--- src/graph_settings.svh ---
/*
 * graph settings: screen timing, coordinate sizes and register map
 */

`ifndef GRAPH_SETTINGS_SVH
`define GRAPH_SETTINGS_SVH

// visible area
`define H_RES        640
`define V_RES        480

// full scan incl. blanking
`define H_TOTAL      800
`define V_TOTAL      525

// sync windows, active low
`define H_SYNC_START 656
`define H_SYNC_END   752
`define V_SYNC_START 490
`define V_SYNC_END   492

`define CORDW        12     // screen and maths coordinate width
`define X_OFFS       320    // screen column of maths origin
`define Y_OFFS       239    // screen row of maths origin

`define PLOT_LAT     4      // scan position to rgb out

// apb byte addresses
`define REG_CTRL     4'h0
`define REG_BG       4'h4
`define REG_CURVE    4'h8
`define REG_AXES     4'hC

`endif

--- src/graph_pkg.sv ---
/*
 * graph types: function select and 12-bit colour
 */

`default_nettype none

package graph_pkg;

    // which curve gets drawn
    typedef enum logic [1:0] {
        FUNC_OFF    = 2'd0,
        FUNC_LINE   = 2'd1,
        FUNC_SQUARE = 2'd2,
        FUNC_CUBE   = 2'd3
    } func_sel_t;

    typedef struct packed {
        logic [3:0] r;
        logic [3:0] g;
        logic [3:0] b;
    } rgb12_t;

endpackage

`default_nettype wire

--- src/display_timing.sv ---
/*
 * display timing for 640x480 at 60 Hz
 * scan counters with registered sync, data enable and frame start
 */

`default_nettype none

`include "graph_settings.svh"

module display_timing (
    input  wire logic              clk_pix,
    input  wire logic              reset,
    output      logic [`CORDW-1:0] sx,          // screen column
    output      logic [`CORDW-1:0] sy,          // screen row
    output      logic              hsync,       // active low
    output      logic              vsync,       // active low
    output      logic              de,          // visible area
    output      logic              frame_start  // high at (0,0)
);

    logic [`CORDW-1:0] nx, ny;  // position for next cycle
    logic              line_end;

    // next scan position
    always_comb begin
        line_end = (sx == `CORDW'(`H_TOTAL - 1));
        nx = line_end ? '0 : sx + 1'b1;
        if (!line_end)
            ny = sy;
        else if (sy == `CORDW'(`V_TOTAL - 1))
            ny = '0;  // last line, wrap to top
        else
            ny = sy + 1'b1;
    end

    // flags decoded from the next position so they land with the counters
    always_ff @(posedge clk_pix) begin
        if (reset) begin
            sx          <= '0;
            sy          <= '0;
            hsync       <= 1'b1;  // (0,0) lies outside both sync windows
            vsync       <= 1'b1;
            de          <= 1'b1;  // and inside the visible area
            frame_start <= 1'b1;
        end else begin
            sx          <= nx;
            sy          <= ny;
            hsync       <= ~(nx >= `CORDW'(`H_SYNC_START) &&
                             nx <  `CORDW'(`H_SYNC_END));
            vsync       <= ~(ny >= `CORDW'(`V_SYNC_START) &&
                             ny <  `CORDW'(`V_SYNC_END));
            de          <= (nx < `CORDW'(`H_RES)) && (ny < `CORDW'(`V_RES));
            frame_start <= (nx == '0) && (ny == '0);
        end
    end

endmodule

`default_nettype wire

--- src/graph_regs.sv ---
/*
 * graph control registers on apb
 * software writes shadows, live copies follow at frame start
 */

`default_nettype none

`include "graph_settings.svh"

module graph_regs (
    input  wire logic               clk_pix,
    input  wire logic               reset,
    input  wire logic               psel,
    input  wire logic               penable,
    input  wire logic               pwrite,
    input  wire logic [3:0]         paddr,
    input  wire logic [31:0]        pwdata,
    output      logic [31:0]        prdata,
    output      logic               pslverr,
    input  wire logic               frame_start,
    output      graph_pkg::func_sel_t live_func,
    output      logic [3:0]         live_shift,
    output      graph_pkg::rgb12_t  live_bg,
    output      graph_pkg::rgb12_t  live_curve,
    output      graph_pkg::rgb12_t  live_axes
);

    import graph_pkg::*;

    // software visible copies
    func_sel_t   sh_func;
    logic [3:0]  sh_shift;
    rgb12_t      sh_bg, sh_curve, sh_axes;

    logic        wr_en, rd_en;
    logic        addr_ok;
    logic [31:0] rd_word;

    assign wr_en = psel && penable && pwrite;   // access phase only
    assign rd_en = psel && penable && !pwrite;

    // address decode and readback mux
    always_comb begin
        addr_ok = 1'b1;
        rd_word = '0;  // unused bits read zero
        case (paddr)
            `REG_CTRL: begin
                rd_word[1:0] = sh_func;
                rd_word[7:4] = sh_shift;
            end
            `REG_BG:    rd_word[11:0] = sh_bg;
            `REG_CURVE: rd_word[11:0] = sh_curve;
            `REG_AXES:  rd_word[11:0] = sh_axes;
            default:    addr_ok = 1'b0;
        endcase
    end

    assign prdata  = rd_en ? rd_word : '0;
    assign pslverr = psel && penable && !addr_ok;

    always_ff @(posedge clk_pix) begin
        if (reset) begin
            sh_func    <= FUNC_OFF;
            sh_shift   <= '0;
            sh_bg      <= '0;
            sh_curve   <= '0;
            sh_axes    <= '0;
            live_func  <= FUNC_OFF;
            live_shift <= '0;
            live_bg    <= '0;
            live_curve <= '0;
            live_axes  <= '0;
        end else begin
            if (wr_en) begin
                case (paddr)
                    `REG_CTRL: begin
                        sh_func  <= func_sel_t'(pwdata[1:0]);
                        sh_shift <= pwdata[7:4];
                    end
                    `REG_BG:    sh_bg    <= rgb12_t'(pwdata[11:0]);
                    `REG_CURVE: sh_curve <= rgb12_t'(pwdata[11:0]);
                    `REG_AXES:  sh_axes  <= rgb12_t'(pwdata[11:0]);
                    default: ;  // bad address writes nothing
                endcase
            end
            // all live settings switch together, from pixel (0,0)
            if (frame_start) begin
                live_func  <= sh_func;
                live_shift <= sh_shift;
                live_bg    <= sh_bg;
                live_curve <= sh_curve;
                live_axes  <= sh_axes;
            end
        end
    end

endmodule

`default_nettype wire

--- src/func_plot.sv ---
/*
 * function plotter: screen position to curve and axis hits
 * three register stages, sync and de delayed to match
 */

`default_nettype none

`include "graph_settings.svh"

module func_plot (
    input  wire logic                 clk_pix,
    input  wire logic                 reset,
    input  wire logic [`CORDW-1:0]    sx,
    input  wire logic [`CORDW-1:0]    sy,
    input  wire logic                 hsync,
    input  wire logic                 vsync,
    input  wire logic                 de,
    input  wire graph_pkg::func_sel_t live_func,
    input  wire logic [3:0]           live_shift,
    output      logic                 on_curve,
    output      logic                 on_axis,
    output      logic                 hsync_d,
    output      logic                 vsync_d,
    output      logic                 de_d
);

    import graph_pkg::*;

    localparam int FW = 3 * `CORDW;  // wide enough for x cubed

    logic signed [`CORDW-1:0]   x1, y1, y2;   // maths coords per stage
    logic                       axis1, axis2;
    logic signed [2*`CORDW-1:0] sq;
    logic signed [FW-1:0]       cube, fx, fx2;
    func_sel_t                  func2;
    logic [2:0]                 hs_pipe, vs_pipe, de_pipe;

    // stage 1: centre the origin, y grows upwards
    always_ff @(posedge clk_pix) begin
        x1    <= $signed(sx - `CORDW'(`X_OFFS));
        y1    <= $signed(`CORDW'(`Y_OFFS) - sy);
        axis1 <= (sx == `CORDW'(`X_OFFS)) || (sy == `CORDW'(`Y_OFFS));
    end

    // f(x) at full width, arithmetic shifts keep the sign
    always_comb begin
        sq   = x1 * x1;
        cube = sq * x1;
        case (live_func)
            FUNC_LINE:   fx = x1;
            FUNC_SQUARE: fx = sq >>> live_shift;
            FUNC_CUBE:   fx = cube >>> {live_shift, 1'b0};  // twice the shift
            default:     fx = '0;
        endcase
    end

    // stage 2: settings sampled with their pixel
    always_ff @(posedge clk_pix) begin
        fx2   <= fx;
        func2 <= live_func;
        y2    <= y1;
        axis2 <= axis1;
    end

    // stage 3: hit test
    always_ff @(posedge clk_pix) begin
        on_curve <= (func2 != FUNC_OFF) && (fx2 == y2);
        on_axis  <= axis2;
    end

    // sync and de ride alongside
    always_ff @(posedge clk_pix) begin
        if (reset) begin
            hs_pipe <= '1;  // syncs idle high
            vs_pipe <= '1;
            de_pipe <= '0;
        end else begin
            hs_pipe <= {hs_pipe[1:0], hsync};
            vs_pipe <= {vs_pipe[1:0], vsync};
            de_pipe <= {de_pipe[1:0], de};
        end
    end

    assign hsync_d = hs_pipe[2];
    assign vsync_d = vs_pipe[2];
    assign de_d    = de_pipe[2];

endmodule

`default_nettype wire

--- src/pixel_color.sv ---
/*
 * colour stage: picks axes, curve or background colour
 * and registers rgb with the matching syncs
 */

`default_nettype none

module pixel_color (
    input  wire logic              clk_pix,
    input  wire logic              reset,
    input  wire logic              on_curve,
    input  wire logic              on_axis,
    input  wire logic              hsync_d,
    input  wire logic              vsync_d,
    input  wire logic              de_d,
    input  wire graph_pkg::rgb12_t live_bg,
    input  wire graph_pkg::rgb12_t live_curve,
    input  wire graph_pkg::rgb12_t live_axes,
    output      logic              vga_hsync,
    output      logic              vga_vsync,
    output      logic              vga_de,
    output      logic [3:0]        vga_r,
    output      logic [3:0]        vga_g,
    output      logic [3:0]        vga_b
);

    import graph_pkg::*;

    rgb12_t pix;  // colour before the output register

    // priority: axes over curve over background
    always_comb begin
        if (!de_d)
            pix = '0;  // black in blanking
        else if (on_axis)
            pix = live_axes;
        else if (on_curve)
            pix = live_curve;
        else
            pix = live_bg;
    end

    always_ff @(posedge clk_pix) begin
        if (reset) begin
            vga_hsync <= 1'b1;
            vga_vsync <= 1'b1;
            vga_de    <= 1'b0;
            vga_r     <= '0;
            vga_g     <= '0;
            vga_b     <= '0;
        end else begin
            vga_hsync <= hsync_d;
            vga_vsync <= vsync_d;
            vga_de    <= de_d;
            vga_r     <= pix.r;
            vga_g     <= pix.g;
            vga_b     <= pix.b;
        end
    end

endmodule

`default_nettype wire

--- src/graph_top.sv ---
/*
 * function graphing video generator, 640x480
 * timing, apb registers, plotter and colour stage
 */

`default_nettype none

`include "graph_settings.svh"

module graph_top (
    input  wire logic        clk_pix,
    input  wire logic        reset,
    input  wire logic        psel,
    input  wire logic        penable,
    input  wire logic        pwrite,
    input  wire logic [3:0]  paddr,
    input  wire logic [31:0] pwdata,
    output      logic [31:0] prdata,
    output      logic        pslverr,
    output      logic        vga_hsync,
    output      logic        vga_vsync,
    output      logic [3:0]  vga_r,
    output      logic [3:0]  vga_g,
    output      logic [3:0]  vga_b,
    output      logic        vga_de
);

    import graph_pkg::*;

    logic [`CORDW-1:0] sx, sy;
    logic              hsync, vsync, de, frame_start;
    func_sel_t         live_func;
    logic [3:0]        live_shift;
    rgb12_t            live_bg, live_curve, live_axes;
    logic              on_curve, on_axis;
    logic              hsync_d, vsync_d, de_d;  // 3 cycles behind scan

    display_timing timing_inst (
        .clk_pix, .reset, .sx, .sy, .hsync, .vsync, .de, .frame_start
    );

    graph_regs regs_inst (
        .clk_pix, .reset, .psel, .penable, .pwrite, .paddr, .pwdata,
        .prdata, .pslverr, .frame_start,
        .live_func, .live_shift, .live_bg, .live_curve, .live_axes
    );

    func_plot plot_inst (
        .clk_pix, .reset, .sx, .sy, .hsync, .vsync, .de,
        .live_func, .live_shift,
        .on_curve, .on_axis, .hsync_d, .vsync_d, .de_d
    );

    pixel_color color_inst (
        .clk_pix, .reset, .on_curve, .on_axis, .hsync_d, .vsync_d, .de_d,
        .live_bg, .live_curve, .live_axes,
        .vga_hsync, .vga_vsync, .vga_de, .vga_r, .vga_g, .vga_b
    );

endmodule

`default_nettype wire

--- config.mk ---
export PLATFORM = sky130hd
export DESIGN_NAME = graph_top
export DESIGN_NICKNAME = d
export VERILOG_FILES = /design/src/graph_pkg.sv /design/src/display_timing.sv /design/src/graph_regs.sv /design/src/func_plot.sv /design/src/pixel_color.sv /design/src/graph_top.sv
export VERILOG_INCLUDE_DIRS = /design/src
export SDC_FILE = /design/constraint.sdc
export NUM_CORES = 1
export LEC_CHECK = 0
export BUFFER_PORTS_ARGS = -buffer_cell sky130_fd_sc_hd__buf_2
export CORE_UTILIZATION = 35
export DETAILED_ROUTE_END_ITERATION = 8
export PLACE_DENSITY = 0.55
export SKIP_CTS_REPAIR_TIMING = 1
export SLEW_MARGIN = 20
export SYNTH_ARGS = -nofsm -noshare
export SYNTH_HDL_FRONTEND = slang
export SYNTH_HIERARCHICAL = 1
export SYNTH_SLANG_ARGS = --single-unit
--- constraint.sdc ---
create_clock -name clk_pix -period 35 [get_ports clk_pix]
set_clock_uncertainty 0.15 [all_clocks]
set_input_delay 5.25 -clock clk_pix [delete_from_list [all_inputs] [get_ports clk_pix]]
set_output_delay 5.25 -clock clk_pix [all_outputs]
set_load 0.005 [all_outputs]
* After elaboration in Yosys (flattened, before gate mapping) *
Cells that the tools add are included.
W data, S select, Z words.

word-level totals
  flip-flop bits (word level) = 214
  input port bits = 41
  output and inout port bits = 48
  logic and storage cells = 108

operators by class
  $add $sub $neg = 4
  $mul = 2
  magnitude comparators = 6
  equal/unequal tests = 11
  shift operators = 2
  mux-type cells = 12
  bitwise operators = 3
  reduce and logical (&&, ||, !) cells = 22

operators with widths
  kind                     count
  $pmux W36 S3             1
  $mux W12                 6
  $eq A36 B12 Y1           1
  $mul A24 B12 Y36         1
  $sshr A24 B4 Y36         1
  $sshr A36 B5 Y36         1
  $add A12 B1 Y12 const B  2
  $eq A12 B10 Y1 const B   2
  $logic_not A12 Y1        2
  $lt A12 B10 Y1 const B   2
  $lt A12 B9 Y1 const B    2
  $mul A12 B12 Y24         1
  $pmux W4 S4              1
  $eq A12 B8 Y1 const B    1
  $eq A12 B9 Y1 const B    1
  $ge A12 B10 Y1 const B   1
  $ge A12 B9 Y1 const B    1
  $pmux W4 S3              1
  $sub A12 B9 Y12 const B  1
  $sub A8 B12 Y12 const A  1
  $logic_and A1 B1 Y1      9
  $eq A4 B4 Y1 const B     2
  $pmux W2 S4              1
  $reduce_and A2 Y1        4
  12 further kinds         16

* Depth between registers and ports, before layout *
  depth in word-level cells = 6
  gate-level depth with buffers = 47
  depth with buffers taken out = 41

* Hierarchy *
Netlist, hierarchy kept.

by module, submodules not included
  module          instances  cells each  area each (µm²)  sequential area each (µm²)
  func_plot       1          2,538       21,633.2         1,741.7
  graph_regs      1          368         3,746.1          1,681.6
  display_timing  1          194         1,627.8          560.5
  pixel_color     1          60          686.9            300.3

* Least setup slack after synthesis *
No wires, ideal clock.

  path type = input-to-output
  start point = in paddr[3]
  end point = out prdata[10]
  arrival time = 6.360 ns
  required time = 29.600 ns
  path slack = 23.240 ns
  stages = 5
  path buffers = 2
  cells stage by stage = clkbuf_1 -> buf_1 -> nor2b_1 -> a22oi_1 -> nor2_1

on the way
  longest elaborated chain between the ends = 3
  elaborated cells on any way between the ends = 5
  those cells by class = eq/ne: 3; mux: 2

ends and longest elaborated chain
  element                                       RTL line          text
  from (decl)                                   graph_top.sv:16   input wire logic [3:0] paddr,
  $eq A4 B4 Y1 or $eq A4 B3 Y1 (tied branches)  graph_regs.sv:46  case (paddr)
  $pmux W4 S3 (*)                               graph_regs.sv:46
  $mux W12 (*)                                  graph_regs.sv:58  assign prdata = rd_en ? rd_word : '0;
  to (decl)                                     graph_top.sv:18   output logic [31:0] prdata,

Mark *: on every way between the ends. The rest lies on a longest branch, timed or not.

* Final worst setup path *
  start point = reg plot_inst.x1[6]
  end point = reg plot_inst.fx2[25]

on the way
  longest elaborated chain between the ends = 4
  elaborated cells on any way between the ends = 5
  those cells by class = mul: 2; shift: 2; mux: 1

ends and longest elaborated chain
  element                     RTL line         text
  from (decl)                 func_plot.sv:31  logic signed [`CORDW-1:0] x1, y1, y2;
  from (signal assigned)      func_plot.sv:40  x1 <= $signed(sx - `CORDW'(`X_OFFS));
  $mul A12 B12 Y24            func_plot.sv:47  sq = x1 * x1;
  $mul A24 B12 Y36            func_plot.sv:48  cube = sq * x1;
  $sshr A36 B5 Y36            func_plot.sv:52  FUNC_CUBE: fx = cube >>> {live_shift, 1'b0};
  $pmux W36 S3 (*)            func_plot.sv:49  case (live_func)
  named net plot_inst.fx[25]  func_plot.sv:34  logic signed [FW-1:0] cube, fx, fx2;
  to (signal assigned)        func_plot.sv:59  fx2 <= fx;
  to (decl)                   func_plot.sv:34

Mark *: on every way through the listed nets, which the timed path passes. The rest lies on a longest branch.
A chain may end at the register's enable or synchronous reset.

==> impl_metrics.yaml <==
place:
  place_hpwl_um: 58400
  gp_congestion: 0.925
  port_buffers: 48
  dpl_cell_area_mm2: 0.0287
critical_path:
  critPathLaunch: "plot_inst/x1[6]"
  required_ns: 35.16
  worstSetupPathType: "flip-flop to flip-flop"
  critPathLaunchType: "flip-flop"
  cpMostUsedCell: "fa_1"
  rr_startpoint: "plot_inst/x1[6]"
  cpMaxStageDelayCell: "xnor2_2"
  critical_path.max_stage_delay_ns: 0.92
  path_max_fanout: 19
  cp-end-kind: "flip-flop"
  critPathArrivalTime_ns: 13.72
sta:
  rsz0062_at_grt: "false"
  relSlewSlack_pct: 23.6
  hold_violations: 0
  fin_setup_tns_ns: 0
  slew_viol_final: 0
  worst_pin_slew_ns: 1.14
  setup_violations: 0
  timing.fmax_mhz: 73.7
  fin_crit_sh_pct: 38.7
  fin_crit_ns: 13.56
finish:
  multi_input_area_mm2: 0.0207
  fin_area_mm2: 0.0293
  layout_common_cells: "468 x inv_1, 363 x fa_1, 288 x nand2_1"
  fillCellCount: 8037
  final-seq-area_mm2: 0.00429
  synthToLayoutAreaGrowth_pct: 5.85
  layout_commonest_cell: "inv_1"
  drive_gt1_share_pct: 8.03
  nets: 3641
cts:
  tritoncts: "built"
  cts-root-buf: "clkbuf_16"
  h-tree-depth: 1
  clk_latency_ns: 0.51
  clock-sinks: 214
  clock_path_buffers: 3
  clkTransAtPathRegs_ns: 0.06
  cts_buffers: 20
routing:
  drtPass1Iterations: 5
  vias: 21800
  wire_per_inst_um: 18.8
  drc: 0
  drt_wl_total_um: 77800
  via_per_inst: 5.27
  antenna_left: 0
  drt_iter0_markers: 1870
yosys:
  ys_ff_latch: 214
  synth_ff_type: "dfxtp_1"
  synth_area_mm2: 0.0277
  synthArstFlopShare_pct: 0
  synth.yosys.warnings: 6
  yosysSeqAreaShare_pct: 15.5
  syn_area_per_cell_um2: 8.76
  synth_edf_count: 0
  synth_cell_types: 110
  syn_inst: 3160
hold_path:
  worstHoldPathType: "flip-flop to flip-flop"
  hp-start: "plot_inst/y1[10]"
job:
  maxCapViolCount: 0
floorplanning:
  fp.dieArea_mm2: 0.0803
  rows: 102
  core_area_mm2: 0.0778
  die_h_um: 283
  initial_core_util_pct: 35.6
  die_w_um: 283
  io_pins: 89
global_routing:
  globalRouteOverflowTotal: 0
  grt_max_degree: 72
  antenna_found_initial: 1
  grt_pass1_vias: 21700
  grt_pass1_wl_um: 125000
  grt_usage_pct: 19.5
run_status:
  status: "complete, no violations"
## stage by stage
step | utilization, % | hold WS, ns | setup slack, ns | cells
3_3_place_gp | 36.8 | 0.160 | 21.52 | 4103
6_report | 37.7 | 0.174 | 21.44 | 4140
4_1_cts | 37.7 | 0.175 | 21.57 | 4139
2_1_floorplan | - | 0.160 | 23.24 | 3179
3_5_place_dp | 36.8 | 0.164 | 21.65 | 4103
5_1_grt | 37.7 | 0.178 | 20.74 | 4139
## cells in the mapped netlist (29+ instances only)
library cell / n / area [um^2]
dfxtp_1: 214 / 4280
nor2_1: 212 / 796
a21oi_1: 97 / 485
xnor2_1: 72 / 631
buf_2: 32 / 160
nand2b_1: 79 / 494
ha_1: 152 / 1900
and2_1: 114 / 713
xor2_1: 38 / 333
mux2i_1: 142 / 1420
fa_1: 363 / 7270
nor3_1: 61 / 305
nand2_1: 288 / 1080
o21ai_0: 69 / 345
inv_1: 468 / 1760
nand4_1: 30 / 188
a21o_1: 29 / 218
clkbuf_1: 125 / 469
a211oi_1: 32 / 240
nand3_1: 44 / 220
o211ai_1: 29 / 218
## kinds of logic after synthesis
group	synth area share, %
buffers and inverters	9.99
XOR/XNOR	3.70
other	0.0271
AO/OA/AOI/OAI	12.4
adder cells (fa/ha/maj)	33.1
AND/OR/NAND/NOR	17.6
multiplexers	7.65
flip-flops	15.5
## area by class of cell
class	count	share of cell area [%]
clock inverters	12	0.414
inverters	474	6.07
diodes	1	0.00854
flip-flops and latches	214	14.6
multi-input cells	2286	70.7
repair buffers	89	1.88
clock buffers	24	1.83
well taps	1040	4.44
## critical path, delay by kind of cell (launching register included)
family	cells	cell delay, ns
AND/OR/NAND/NOR	5	1.57
AO/OA/AOI/OAI	8	2.48
buffers and inverters	10	1.31
multiplexers	1	0.49
flip-flops	1	0.31
adder cells (fa/ha/maj)	12	6.11
XOR/XNOR	1	0.92
## per-layer routing
| metal | GRT usage [%] | part of all wire (%) |
|---|---|---|
| met5 | 0 | 0.018 |
| met4 | 4.97 | 2.8 |
| met3 | 3.00 | 6.2 |
| met2 | 30.9 | 45 |
| met1 | 27.6 | 46 |
## sequential cells by signal, indices dropped and copies added, names as in the netlist, 3 cells and up
signal / cells
regs_inst/live_shift: 4
regs_inst/live_axes: 12
timing_inst/sy: 12
regs_inst/sh_shift: 4
plot_inst/fx2: 36
color_inst/vga_r: 4
color_inst/vga_b: 4
plot_inst/hs_pipe: 3
plot_inst/vs_pipe: 3
plot_inst/y1: 12
regs_inst/sh_axes: 12
timing_inst/sx: 12
plot_inst/y2: 12
regs_inst/sh_curve: 12
plot_inst/de_pipe: 3
regs_inst/sh_bg: 12
plot_inst/x1: 12
regs_inst/live_bg: 12
regs_inst/live_curve: 12
color_inst/vga_g: 4
## path summary, 6_finish.rpt
check        slack (ns)                 to  cells after the start
max               21.44  plot_inst/fx2[25]                     37
min                0.17   plot_inst/y2[10]                      0
min reg2reg        0.17   plot_inst/y2[10]                      0
max reg2reg       21.44  plot_inst/fx2[25]                     37
Power is not shown: default switching activity piles up to over one toggle a cycle in this logic, so the estimate is an artifact.
